**src/source/ooo_pkg.sv**
```systemverilog
// shared widths, ALU functions and the two instruction-word layouts
// no register renaming: the program must not reuse a destination still in flight
package ooo_pkg;

    // reservation station geometry
    localparam int iq_entries = 4;       // entries in the issue queue
    localparam int iq_idx_width = 2;     // entry index and age width
    // architectural register file
    localparam int reg_addr_width = 5;
    localparam int reg_num = 32;         // register 0 reads zero and is always ready
    localparam int data_width = 32;
    localparam int imm_width = 18;       // immediate field, sign-extended to data_width

    // ALU functions, encoded in 3 bits of the instruction word
    typedef enum logic [2:0] {
        alu_add = 3'd0,
        alu_sub = 3'd1,
        alu_and = 3'd2,
        alu_or  = 3'd3,
        alu_xor = 3'd4,
        alu_sll = 3'd5,  // shift amount is the low 5 bits of operand b
        alu_srl = 3'd6,  // logical shift, zero fill
        alu_slt = 3'd7   // signed compare, result is 0 or 1
    } alu_func_e;

    // register form, selected when the flag in bit 31 is low
    typedef struct packed {
        logic                      is_imm;  // form flag, shared by both layouts
        alu_func_e                 func;
        logic [reg_addr_width-1:0] dst;
        logic [reg_addr_width-1:0] src1;
        logic [reg_addr_width-1:0] src2;
        logic [12:0]               pad;     // unused in register form
    } reg_form_t;

    // immediate form, selected when the flag is high
    // the flag, func, dst and src1 sit at the same bits as in register form
    typedef struct packed {
        logic                      is_imm;
        alu_func_e                 func;
        logic [reg_addr_width-1:0] dst;
        logic [reg_addr_width-1:0] src1;
        logic [imm_width-1:0]      imm;     // replaces src2 and the pad bits
    } imm_form_t;

    // one 32-bit word read through either layout
    // both members are 32 bits wide so they overlay exactly
    typedef union packed {
        reg_form_t r;
        imm_form_t i;
    } insn_word_u;

    // flag value that marks an immediate-form word
    localparam logic form_imm = 1'b1;

endpackage

```
**src/source/insn_decoder.sv**
```systemverilog
// one-word skid buffer in front of the issue queue, decodes both word forms on capture
// immediate form sends src2 as register 0 so the queue treats it as always ready
`timescale 1ns/1ps

module insn_decoder import ooo_pkg::*; (
    input  logic                      clk,
    input  logic                      reset,
    // word port from outside
    input  logic                      in_valid,
    input  insn_word_u                in_word,
    output logic                      in_ready,
    // load port into the issue queue
    input  logic                      is_full,
    output logic                      load,
    output alu_func_e                 func,
    output logic [reg_addr_width-1:0] src1,
    output logic [reg_addr_width-1:0] src2,
    output logic [reg_addr_width-1:0] dst,
    output logic                      use_imm,
    output logic [data_width-1:0]     imm
);

    logic buf_full;  // decoded fields below hold a word waiting for the queue
    logic accept;    // word handshake completes on this edge

    // the buffer drains into the queue whenever the queue has room
    assign load = buf_full && !is_full;

    // the buffer can take a new word when empty, or when its word leaves this cycle
    assign in_ready = !buf_full || load;

    assign accept = in_valid && in_ready;

    // buffer state, only control needs a reset
    always_ff @(posedge clk) begin
        if (reset) begin
            buf_full <= 1'b0;
        end else if (accept) begin
            buf_full <= 1'b1;     // a simultaneous load is replaced by the new word
        end else if (load) begin
            buf_full <= 1'b0;     // queue took the word, nothing behind it
        end
    end

    // decode on capture, fields are registered so the queue sees stable values
    always_ff @(posedge clk) begin
        if (accept) begin
            func <= in_word.r.func;  // same bits in both layouts
            dst  <= in_word.r.dst;
            src1 <= in_word.r.src1;
            if (in_word.r.is_imm == form_imm) begin
                use_imm <= 1'b1;
                src2    <= '0;      // register 0 is always ready in the table
                // sign-extend the 18-bit field to a full operand
                imm     <= {{(data_width - imm_width){in_word.i.imm[imm_width-1]}},
                            in_word.i.imm};
            end else begin
                use_imm <= 1'b0;
                src2    <= in_word.r.src2;
                imm     <= '0;      // operand b comes from the register file
            end
        end
    end

endmodule

```
**src/source/issue_queue.sv**
```systemverilog
// four-entry reservation station, issues the oldest entry whose sources are ready
// wakeup assumes a one-cycle producer, so the destination is marked ready on selection
`timescale 1ns/1ps

module issue_queue import ooo_pkg::*; (
    input  logic                      clk,
    input  logic                      reset,
    // load port from the decoder
    input  logic                      load,
    input  alu_func_e                 func,
    input  logic [reg_addr_width-1:0] src1,
    input  logic [reg_addr_width-1:0] src2,
    input  logic [reg_addr_width-1:0] dst,
    input  logic                      use_imm,
    input  logic [data_width-1:0]     imm,
    output logic                      is_full,
    // issue register towards the execute stage
    input  logic                      iss_ready,
    output logic                      iss_valid,
    output alu_func_e                 iss_func,
    output logic [reg_addr_width-1:0] iss_src1,
    output logic [reg_addr_width-1:0] iss_src2,
    output logic [reg_addr_width-1:0] iss_dst,
    output logic                      iss_use_imm,
    output logic [data_width-1:0]     iss_imm
);

    // per-entry control state
    logic [iq_entries-1:0]   e_valid;
    logic [iq_entries-1:0]   e_ready1;             // src1 result available
    logic [iq_entries-1:0]   e_ready2;             // src2 result available
    logic [iq_idx_width-1:0] e_age [iq_entries];   // 0 is the oldest entry

    // per-entry payload, written on load only
    alu_func_e                 e_func    [iq_entries];
    logic [reg_addr_width-1:0] e_src1    [iq_entries];
    logic [reg_addr_width-1:0] e_src2    [iq_entries];
    logic [reg_addr_width-1:0] e_dst     [iq_entries];
    logic                      e_use_imm [iq_entries];
    logic [data_width-1:0]     e_imm     [iq_entries];

    logic [reg_num-1:0] ready_tbl;  // a low bit means a result is still pending
    logic [reg_num-1:0] rt_woke;    // table with this cycle's wakeup applied

    logic [iq_idx_width:0]   occ;       // valid entries, 0 to 4
    logic [iq_idx_width:0]   stay_cnt;  // entries left after this cycle's issue
    logic [iq_entries-1:0]   req;       // valid with both sources ready
    logic                    iss_free;  // issue register empty or being taken
    logic                    sel_found;
    logic [iq_idx_width-1:0] sel_idx;
    logic [iq_idx_width-1:0] sel_age;
    logic                    do_sel;
    logic [reg_addr_width-1:0] wake_dst;
    logic [iq_idx_width-1:0] free_idx;  // lowest invalid slot

    always_comb begin
        occ = '0;
        for (int i = 0; i < iq_entries; i++) begin
            occ = occ + {{iq_idx_width{1'b0}}, e_valid[i]};
        end
    end

    assign is_full = (occ == (iq_idx_width + 1)'(iq_entries));
    assign req = e_valid & e_ready1 & e_ready2;
    assign iss_free = !iss_valid || iss_ready;

    // oldest ready entry, ages of valid entries are unique
    always_comb begin
        sel_found = 1'b0;
        sel_idx   = '0;
        sel_age   = '1;
        for (int i = 0; i < iq_entries; i++) begin
            if (req[i] && (!sel_found || e_age[i] < sel_age)) begin
                sel_found = 1'b1;
                sel_idx   = iq_idx_width'(i);
                sel_age   = e_age[i];
            end
        end
    end

    assign do_sel   = iss_free && sel_found;  // selection and wakeup share this edge
    assign wake_dst = e_dst[sel_idx];

    // scan downwards so the lowest free slot wins
    always_comb begin
        free_idx = '0;
        for (int i = iq_entries - 1; i >= 0; i--) begin
            if (!e_valid[i]) begin
                free_idx = iq_idx_width'(i);
            end
        end
    end

    // a load in the same cycle sees the wakeup through this bypass
    always_comb begin
        rt_woke = ready_tbl;
        if (do_sel) begin
            rt_woke[wake_dst] = 1'b1;
        end
    end

    // the new entry is younger than every entry that stays
    assign stay_cnt = occ - {{iq_idx_width{1'b0}}, do_sel};

    always_ff @(posedge clk) begin
        if (reset) begin
            ready_tbl <= '1;   // nothing in flight after reset
        end else begin
            ready_tbl <= rt_woke;
            if (load && dst != '0) begin
                ready_tbl[dst] <= 1'b0;  // register 0 never goes pending
            end
        end
    end

    always_ff @(posedge clk) begin
        if (reset) begin
            e_valid  <= '0;
            e_ready1 <= '0;
            e_ready2 <= '0;
            for (int i = 0; i < iq_entries; i++) begin
                e_age[i] <= '0;
            end
        end else begin
            if (do_sel) begin
                for (int i = 0; i < iq_entries; i++) begin
                    if (e_valid[i]) begin
                        // wake both sources, an entry may read the same register twice
                        if (e_src1[i] == wake_dst) e_ready1[i] <= 1'b1;
                        if (e_src2[i] == wake_dst) e_ready2[i] <= 1'b1;
                        if (e_age[i] > sel_age) e_age[i] <= e_age[i] - 1'b1;
                    end
                end
                e_valid[sel_idx] <= 1'b0;
            end
            // the load slot is free now, so these writes never collide with the loop above
            if (load) begin
                e_valid[free_idx]  <= 1'b1;
                e_ready1[free_idx] <= rt_woke[src1];
                e_ready2[free_idx] <= rt_woke[src2];
                e_age[free_idx]    <= stay_cnt[iq_idx_width-1:0];
            end
        end
    end

    always_ff @(posedge clk) begin
        if (load) begin
            e_func[free_idx]    <= func;
            e_src1[free_idx]    <= src1;
            e_src2[free_idx]    <= src2;
            e_dst[free_idx]     <= dst;
            e_use_imm[free_idx] <= use_imm;
            e_imm[free_idx]     <= imm;
        end
    end

    // issue register, frozen while the execute stage is stalled
    always_ff @(posedge clk) begin
        if (reset) begin
            iss_valid <= 1'b0;
        end else if (iss_free) begin
            iss_valid <= sel_found;
        end
    end

    always_ff @(posedge clk) begin
        if (do_sel) begin
            iss_func    <= e_func[sel_idx];
            iss_src1    <= e_src1[sel_idx];
            iss_src2    <= e_src2[sel_idx];
            iss_dst     <= wake_dst;
            iss_use_imm <= e_use_imm[sel_idx];
            iss_imm     <= e_imm[sel_idx];
        end
    end

endmodule

```
**src/source/execute_stage.sv**
```systemverilog
// single-cycle ALU with register file read, writeback and a held result register
// no bypass: a dependent instruction is read one edge after its producer writes back
`timescale 1ns/1ps

module execute_stage import ooo_pkg::*; (
    input  logic                      clk,
    input  logic                      reset,
    // instruction from the issue register
    input  logic                      iss_valid,
    input  alu_func_e                 iss_func,
    input  logic [reg_addr_width-1:0] iss_src1,
    input  logic [reg_addr_width-1:0] iss_src2,
    input  logic [reg_addr_width-1:0] iss_dst,
    input  logic                      iss_use_imm,
    input  logic [data_width-1:0]     iss_imm,
    output logic                      iss_ready,
    // result port
    input  logic                      out_ready,
    output logic                      out_valid,
    output logic [reg_addr_width-1:0] out_dst,
    output logic [data_width-1:0]     out_value
);

    logic [data_width-1:0] rf [reg_num];  // architectural registers, entry 0 stays zero

    logic                  take;     // instruction accepted on this edge
    logic [data_width-1:0] op_a;
    logic [data_width-1:0] op_b;
    logic [data_width-1:0] alu_res;

    // a held result blocks the stage until the consumer takes it
    assign iss_ready = !out_valid || out_ready;
    assign take = iss_valid && iss_ready;

    assign op_a = rf[iss_src1];
    assign op_b = iss_use_imm ? iss_imm : rf[iss_src2];  // immediate already sign-extended

    always_comb begin
        case (iss_func)
            alu_add: alu_res = op_a + op_b;
            alu_sub: alu_res = op_a - op_b;
            alu_and: alu_res = op_a & op_b;
            alu_or:  alu_res = op_a | op_b;
            alu_xor: alu_res = op_a ^ op_b;
            // shifts use the low five bits of operand b
            alu_sll: alu_res = op_a << op_b[4:0];
            alu_srl: alu_res = op_a >> op_b[4:0];
            alu_slt: alu_res = {{(data_width - 1){1'b0}}, $signed(op_a) < $signed(op_b)};
            default: alu_res = '0;
        endcase
    end

    // writeback lands on the take edge, so the next reader sees the new value
    always_ff @(posedge clk) begin
        if (reset) begin
            for (int i = 0; i < reg_num; i++) begin
                rf[i] <= '0;
            end
        end else if (take && iss_dst != '0) begin
            rf[iss_dst] <= alu_res;  // writes to register 0 are dropped
        end
    end

    // result valid flag
    always_ff @(posedge clk) begin
        if (reset) begin
            out_valid <= 1'b0;
        end else if (take) begin
            out_valid <= 1'b1;
        end else if (out_ready) begin
            out_valid <= 1'b0;   // result consumed and nothing new behind it
        end
    end

    // result payload, held while out_ready is low
    always_ff @(posedge clk) begin
        if (take) begin
            out_dst   <= iss_dst;
            out_value <= alu_res;
        end
    end

endmodule

```
**src/source/ooo_alu_top.sv**
```systemverilog
// decoder, reservation station and execute stage in one pipeline
// the program must keep at most seven instructions in flight without destination reuse
`timescale 1ns/1ps

module ooo_alu_top import ooo_pkg::*; (
    input  logic                      clk,
    input  logic                      reset,
    input  logic                      in_valid,
    input  insn_word_u                in_word,
    output logic                      in_ready,
    input  logic                      out_ready,
    output logic                      out_valid,
    output logic [reg_addr_width-1:0] out_dst,
    output logic [data_width-1:0]     out_value
);

    // decoder to queue
    logic                      load;
    logic                      is_full;
    alu_func_e                 func;
    logic [reg_addr_width-1:0] src1;
    logic [reg_addr_width-1:0] src2;
    logic [reg_addr_width-1:0] dst;
    logic                      use_imm;
    logic [data_width-1:0]     imm;

    // queue to execute stage
    logic                      iss_valid;
    logic                      iss_ready;
    alu_func_e                 iss_func;
    logic [reg_addr_width-1:0] iss_src1;
    logic [reg_addr_width-1:0] iss_src2;
    logic [reg_addr_width-1:0] iss_dst;
    logic                      iss_use_imm;
    logic [data_width-1:0]     iss_imm;

    insn_decoder i_decoder (.*);   // names match the queue load port one to one

    issue_queue i_queue (.*);

    execute_stage i_execute (.*);  // result port goes straight to the outside

endmodule

```
**config.mk**
```make
export PLATFORM = sky130hd
export DESIGN_NAME = ooo_alu_top
export DESIGN_NICKNAME = d
export VERILOG_FILES = /design/src/source/ooo_pkg.sv /design/src/source/insn_decoder.sv /design/src/source/issue_queue.sv /design/src/source/execute_stage.sv /design/src/source/ooo_alu_top.sv
export SDC_FILE = /design/constraint.sdc
export NUM_CORES = 2
export LEC_CHECK = 0
export ABC_CLOCK_PERIOD_IN_PS = 7900
export BUFFER_PORTS_ARGS = -buffer_cell sky130_fd_sc_hd__buf_2
export CAP_MARGIN = 20
export CELL_PAD_IN_SITES_DETAIL_PLACEMENT = 2
export CELL_PAD_IN_SITES_GLOBAL_PLACEMENT = 2
export CORE_MARGIN = 2
export CORE_UTILIZATION = 46
export DETAILED_ROUTE_END_ITERATION = 8
export HOLD_SLACK_MARGIN = 0.08
export MAX_ROUTING_LAYER = met4
export PLACE_DENSITY_LB_ADDON = 0.1
export SLEW_MARGIN = 20
export SYNTH_ARGS = -nofsm -noshare
export SYNTH_HDL_FRONTEND = slang
export SYNTH_SLANG_ARGS = --single-unit
```
**constraint.sdc**
```tcl
create_clock -name clk -period 7.9 [get_ports clk]
set_input_delay 0 -clock clk [delete_from_list [all_inputs] [get_ports clk]]
set_output_delay 0 -clock clk [all_outputs]
set_load 0.01 [all_outputs]
```
# Yosys cells after proc, flatten, opt, wreduce, memory -nomap -nowiden
# Memory sizes are Yosys's and may differ from the RTL's. A register that Yosys moved wholly into a read port is not among the register bits.
# Index checks and enable logic that the tools add are counted.
# totals
elab_cells	216
mem_bits_rw	1236
register_bits	126
latch_bits	0
mem_bits_ro	0
mem_count	8
in_bits	36
output_inout_bits	39
# memory_table
name	words	word_bits	rd	rd_clocked_by_memory_dff	wr	line_no	text
i_execute.rf	32	32	2	0	32	execute_stage.sv:24	logic [data_width-1:0] rf [reg_num];
i_queue.e_imm	4	32	1	1	1	issue_queue.sv:40	logic [data_width-1:0] e_imm [iq_entries];
i_queue.e_dst	4	5	1	0	1	issue_queue.sv:38	logic [reg_addr_width-1:0] e_dst [iq_entries];
i_queue.e_src1	4	5	5	1	1	issue_queue.sv:36	logic [reg_addr_width-1:0] e_src1 [iq_entries];
i_queue.e_src2	4	5	5	1	1	issue_queue.sv:37	logic [reg_addr_width-1:0] e_src2 [iq_entries];
i_queue.e_func	4	3	1	1	1	issue_queue.sv:35	alu_func_e e_func [iq_entries];
2 more memories	--	--	--	--	--	--	
# op_classes
n_reduce_logical	32
shift	2
n_mul	0
n_eq_ne	16
n_div	0
magnitude_cmp	18
muxes	99
bitwise	15
n_addsub	10
# op_table
cell	count
32-bit case mux with 8 select lines	1
32-bit two-way mux	4
32-bit bitwise AND	2
32-bit bitwise OR	2
1-bit two-way mux	62
5-bit equality test	8
4-bit two-way mux	9
32-bit adder	1
32-bit < comparator	1
32-bit inverter	1
32-bit OR reduction	1
32-bit by 5-bit left shift with 32-bit output	1
32-bit by 5-bit right shift with 32-bit output	1
32-bit subtractor	1
32-bit bitwise XOR	1
2-bit two-way mux	14
5-bit by 6-bit < comparator with 1-bit output (second input constant)	4
3-bit equality test (second input constant)	5
1-bit logical AND	13
4-bit bitwise AND	3
1-bit binary-select mux with 5-bit select	2
1-bit demux with 5-bit select	2
5-bit by 1-bit greater-or-equal comparator with 1-bit output (second input constant)	2
5-bit nonzero test	2
other kinds (20)	49

# Longest topological paths before layout
# An unclocked memory read counts as a cell.
# depth
word_depth	26
depth_mapped	27
ltp_nobuf	20

# Hierarchy
# Synthesis repeated with hierarchy kept, for this count alone.
# unflattened
cells_unflattened	6386
area_unflattened_um2	78706.7
# modules_own_cells
module	area_each_um2	instances	seq_area_each_um2	cells_each
execute_stage	63276.9	1	31880.6	5149
issue_queue	14008.4	1	8798.4	1155
insn_decoder	1421.4	1	1131.1	82

# Worst setup path after synthesis
# No wires, ideal clock.
# synth_path
path_kind	reg2reg
startpoint	register i_queue.iss_src2[0] (read register of i_queue.e_src2)
endpoint	memory i_execute.rf[10][31], data pin
required_ns	7.635
path_buffers	7
synth_period_minus_slack_ns	6.648
stages_incl_launch_ff	25
setup_slack_ns	1.252
setup_time_ns	0.265
arrival_time_ns	6.383
path_cell_list	edfxtp_1 > clkbuf_1 > buf_4 > buf_4 > buf_2 > buf_1 > buf_1 > mux4_2 > mux4_2 > mux2i_1 > o21a_1 > inv_1 > ha_1 > or3_1 > or3_1 > a31oi_1 > a221oi_1 > o31a_1 > o31ai_1 > nor4_1 > mux2i_1 > o21ai_0 > a21oi_1 > buf_2 > nor2_1
# synth_rtl
item	line_no	text
start, declared	issue_queue.sv:22	output logic [reg_addr_width-1:0] iss_src2,
end, declared	execute_stage.sv:24	

==> results.cfg <==
[run_status]
run_status = complete, no violations

[clock_network]
clk_latency_ns = 0.83
clk_path_buf_depth = 3
cts_tree = yes
htreeDepth = 4
cts_buffers = 152
clkTransAtPathRegs_ns = 0.06
cts_root_buf = clkbuf_16
clock_sinks = 1338

[synth]
syn_area_um2 = 74240
syn_inst = 5954
yosysTopAreaCellShare_pct = 52.22
synth_area_per_cell_um2 = 12.47
synth-edff-count = 1291
synth_xor_area_share_pct = 0.7432
ys_types = 96
async_reset_ff_share_pct = 0
synth_top_family_by_area = multiplexers
synth_top_cells_by_area = edfxtp_1 52%, mux4_2 16%, nor2_1 6.3%
synth-seq-cells = 1338
synthMuxAreaShare_pct = 19.95
synth_fa_ha_area_share_pct = 1.948
yosys.area.top_type = edfxtp_1
ys_seq_area_share_pct = 53.48
yosys_warnings = 0
yosys.area_share.simple_pct = 11.51
synth-main-ff-cell = edfxtp_1
synth_compound_area_share_pct = 8.440

[floorplanning]
chipHeight_um = 405.8
initial_utilization_pct = 46.29
num_rows = 147
core_um2 = 160400
die_w_um = 405.8
dieArea_um2 = 164600
ioPinCount = 75

[setup_path]
worstPathArrival_ns = 8.01
reg2reg_from = i_queue.iss_src1[0]
crit_type = reg -> reg
required_ns = 8.42
startpoint = i_queue.iss_src1[0]
start_kind = flip-flop
end_kind = flip-flop
worstPathMaxFanout = 45

[cells_and_area]
fin_nets = 6207
final_core_util_pct = 52.28
layout_commonest_cell = edfxtp_1
fillCellCount = 15170
drive_gt1_share_pct = 21.09
area_delta_synth_final_pct = 12.93
layout_common_cells = 1291 x edfxtp_1, 1244 x nor2_1, 511 x mux4_2

[sta]
period_share_pct = 94.79
setup_viol = 0
max-slew-margin-rel_pct = 19.68
layout_min_cycle_time_ns = 7.488
timing.final.hold_violations = 0
hold_slack_ns = 0.1337
fmaxAchievable_mhz = 133.5
worst_slew_pin_slew_ns = 1.205
drv_slew = 0
skew_ns = 0.06073
finalSetupTns_ns = 0
rsz0062_at_grt = no

[drt]
drc = 0
wirelength_mm = 358.1
vias_per_cell = 7.171
first_pass_iters = 9
route.detailed.wl_per_inst_um = 42.90
drt_iter0_drc = 9557
vias = 59860
ant_nets = 0

[global_routing]
antenna_found_initial = 10
grt_max_degree = 125
grt-ovfl-total = 0
grt_usage_pct = 44.65
grt_pass1_wl_mm = 495.8
first_global_vias = 62440

[min_path]
min_path_type = in -> reg
min-delay-start = in_word[15]

[placed_design]
hpwlAfterDp_mm = 226.6
port_buffers = 74
place_congestion = 0.9508

[power]
ir_drop_v = 0.0002171
pwr_density_cell_nw_per_um2 = 197.3
p_leak_nw = 30.26

[flow_run]
cap_viol_max_count = 0
==> area by class of cell <==
class / count / area [µm²] / area share (%)
Clock inverter: 85 / 902.1 / 1.076
Sequential cell: 1338 / 39710 / 47.36
Clock buffer: 189 / 4035 / 4.813
Tap cell: 2160 / 2703 / 3.223
Timing Repair Buffer: 442 / 3575 / 4.264
Multi-Input combinational cell: 3967 / 32310 / 38.53
Inverter: 157 / 589.3 / 0.7029
Antenna cell: 9 / 22.52 / 0.02686
==> cells in the mapped netlist, types with 20 or more instances <==
cell,instances
buf_2,128
nand2b_1,63
o21a_1,27
xnor2_1,41
mux2_2,23
clkbuf_1,306
o22ai_1,49
nor2b_1,37
nor2_2,30
and2_1,29
o211ai_1,24
nor3_1,73
dfxtp_1,47
mux2i_1,293
nand2_1,253
edfxtp_1,1291
nand4_1,33
inv_1,143
mux4_2,511
a31oi_1,25
nor4_1,23
xor2_1,22
o21ai_0,145
a21o_1,20
o21bai_1,33
nand3_1,107
a211oi_1,32
a21oi_1,247
ha_1,110
buf_1,57
a22oi_1,107
nor2_1,1250
==> metal layers <==
layer	up-vias	global-route usage (%)	part of all wire [%]
met5	-	-	0
met4	0	27.33	7.6
met3	1207	10.07	12
met2	4738	66.33	45
met1	31190	55.84	35
li1	22730	-	-
==> registers in the layout, indices dropped and copies added (netlist names), 8 cells and up <==
name and flops:
i_execute.out_value 32, i_queue.e_imm 72, i_decoder.imm 18, i_queue.e_age 8, i_execute.rf 1024, i_queue.e_src1 20
i_queue.e_dst 20, i_queue.e_func 12, i_queue.iss_imm 18, i_queue.e_src2 20, i_queue.ready_tbl 32
==> path summary, 6_finish.rpt <==
check | endpoint | cells after the start | slack, ns
hold / removal | i_decoder.src2[2] | 3 | 0.13
hold reg to reg | i_queue.e_imm[0][1] | 0 | 0.53
setup reg to reg | i_execute.rf[25][0] | 19 | 0.41
setup / recovery | i_execute.rf[25][0] | 19 | 0.41
==> cells by family (layout without fill, tap and decap cells) <==
logic type	Yosys count	in the layout
muxes	834	834
xor gates and xnor gates	63	63
adders and majority gates	114	114
AOI/OAI and AO/OA	934	934
and+or+nand+nor	1990	1990
DFF	1338	1338
buffers and inverters	680	873
other	1	41
==> timing repair <==
item,in CTS,in global routing
endpoints found under the hold margin,143,0
hold buffers,79,0
endpoints found under the setup margin,0,32
gates resized for setup,0,4
setup buffers,0,4
==> critical path, stage by stage (launching register included) <==
cell and delay (ns):
edfxtp_1 0.47, buf_12 0.38, mux4_2 0.59, a32oi_1 0.53, nand4_1 0.68, ha_1 0.65, inv_1 0.14, a21oi_1 0.42
o41ai_1 0.16, a21oi_1 0.16, buf_4 0.17, o21ai_0 0.33, a211o_1 0.41, a211oi_1 0.28, o21ai_0 0.18, a21oi_1 0.46
o21ai_0 0.26, o21ai_4 0.22, buf_4 0.41, nor2_1 0.17
==> where the power goes <==
group	switching, mW	internal [mW]
logic	0.781	0.368
registers	0.168	7.98
clock network	3.19	4.05
==> per-stage QoR <==
stage               cell area, µm²  instances  worst slack (ns)  power, mW
finish                       83840       8347            0.4116      16.54
global route                 83830       8342            0.1383      16.80
CTS                          83760       8333            0.2386      16.49
detailed placement           78030       7980            0.4159      9.342
global placement             78030       7980            0.4824      9.271
floorplan                    74360       5985             1.252      8.797
(Power assumes the default switching activity.)
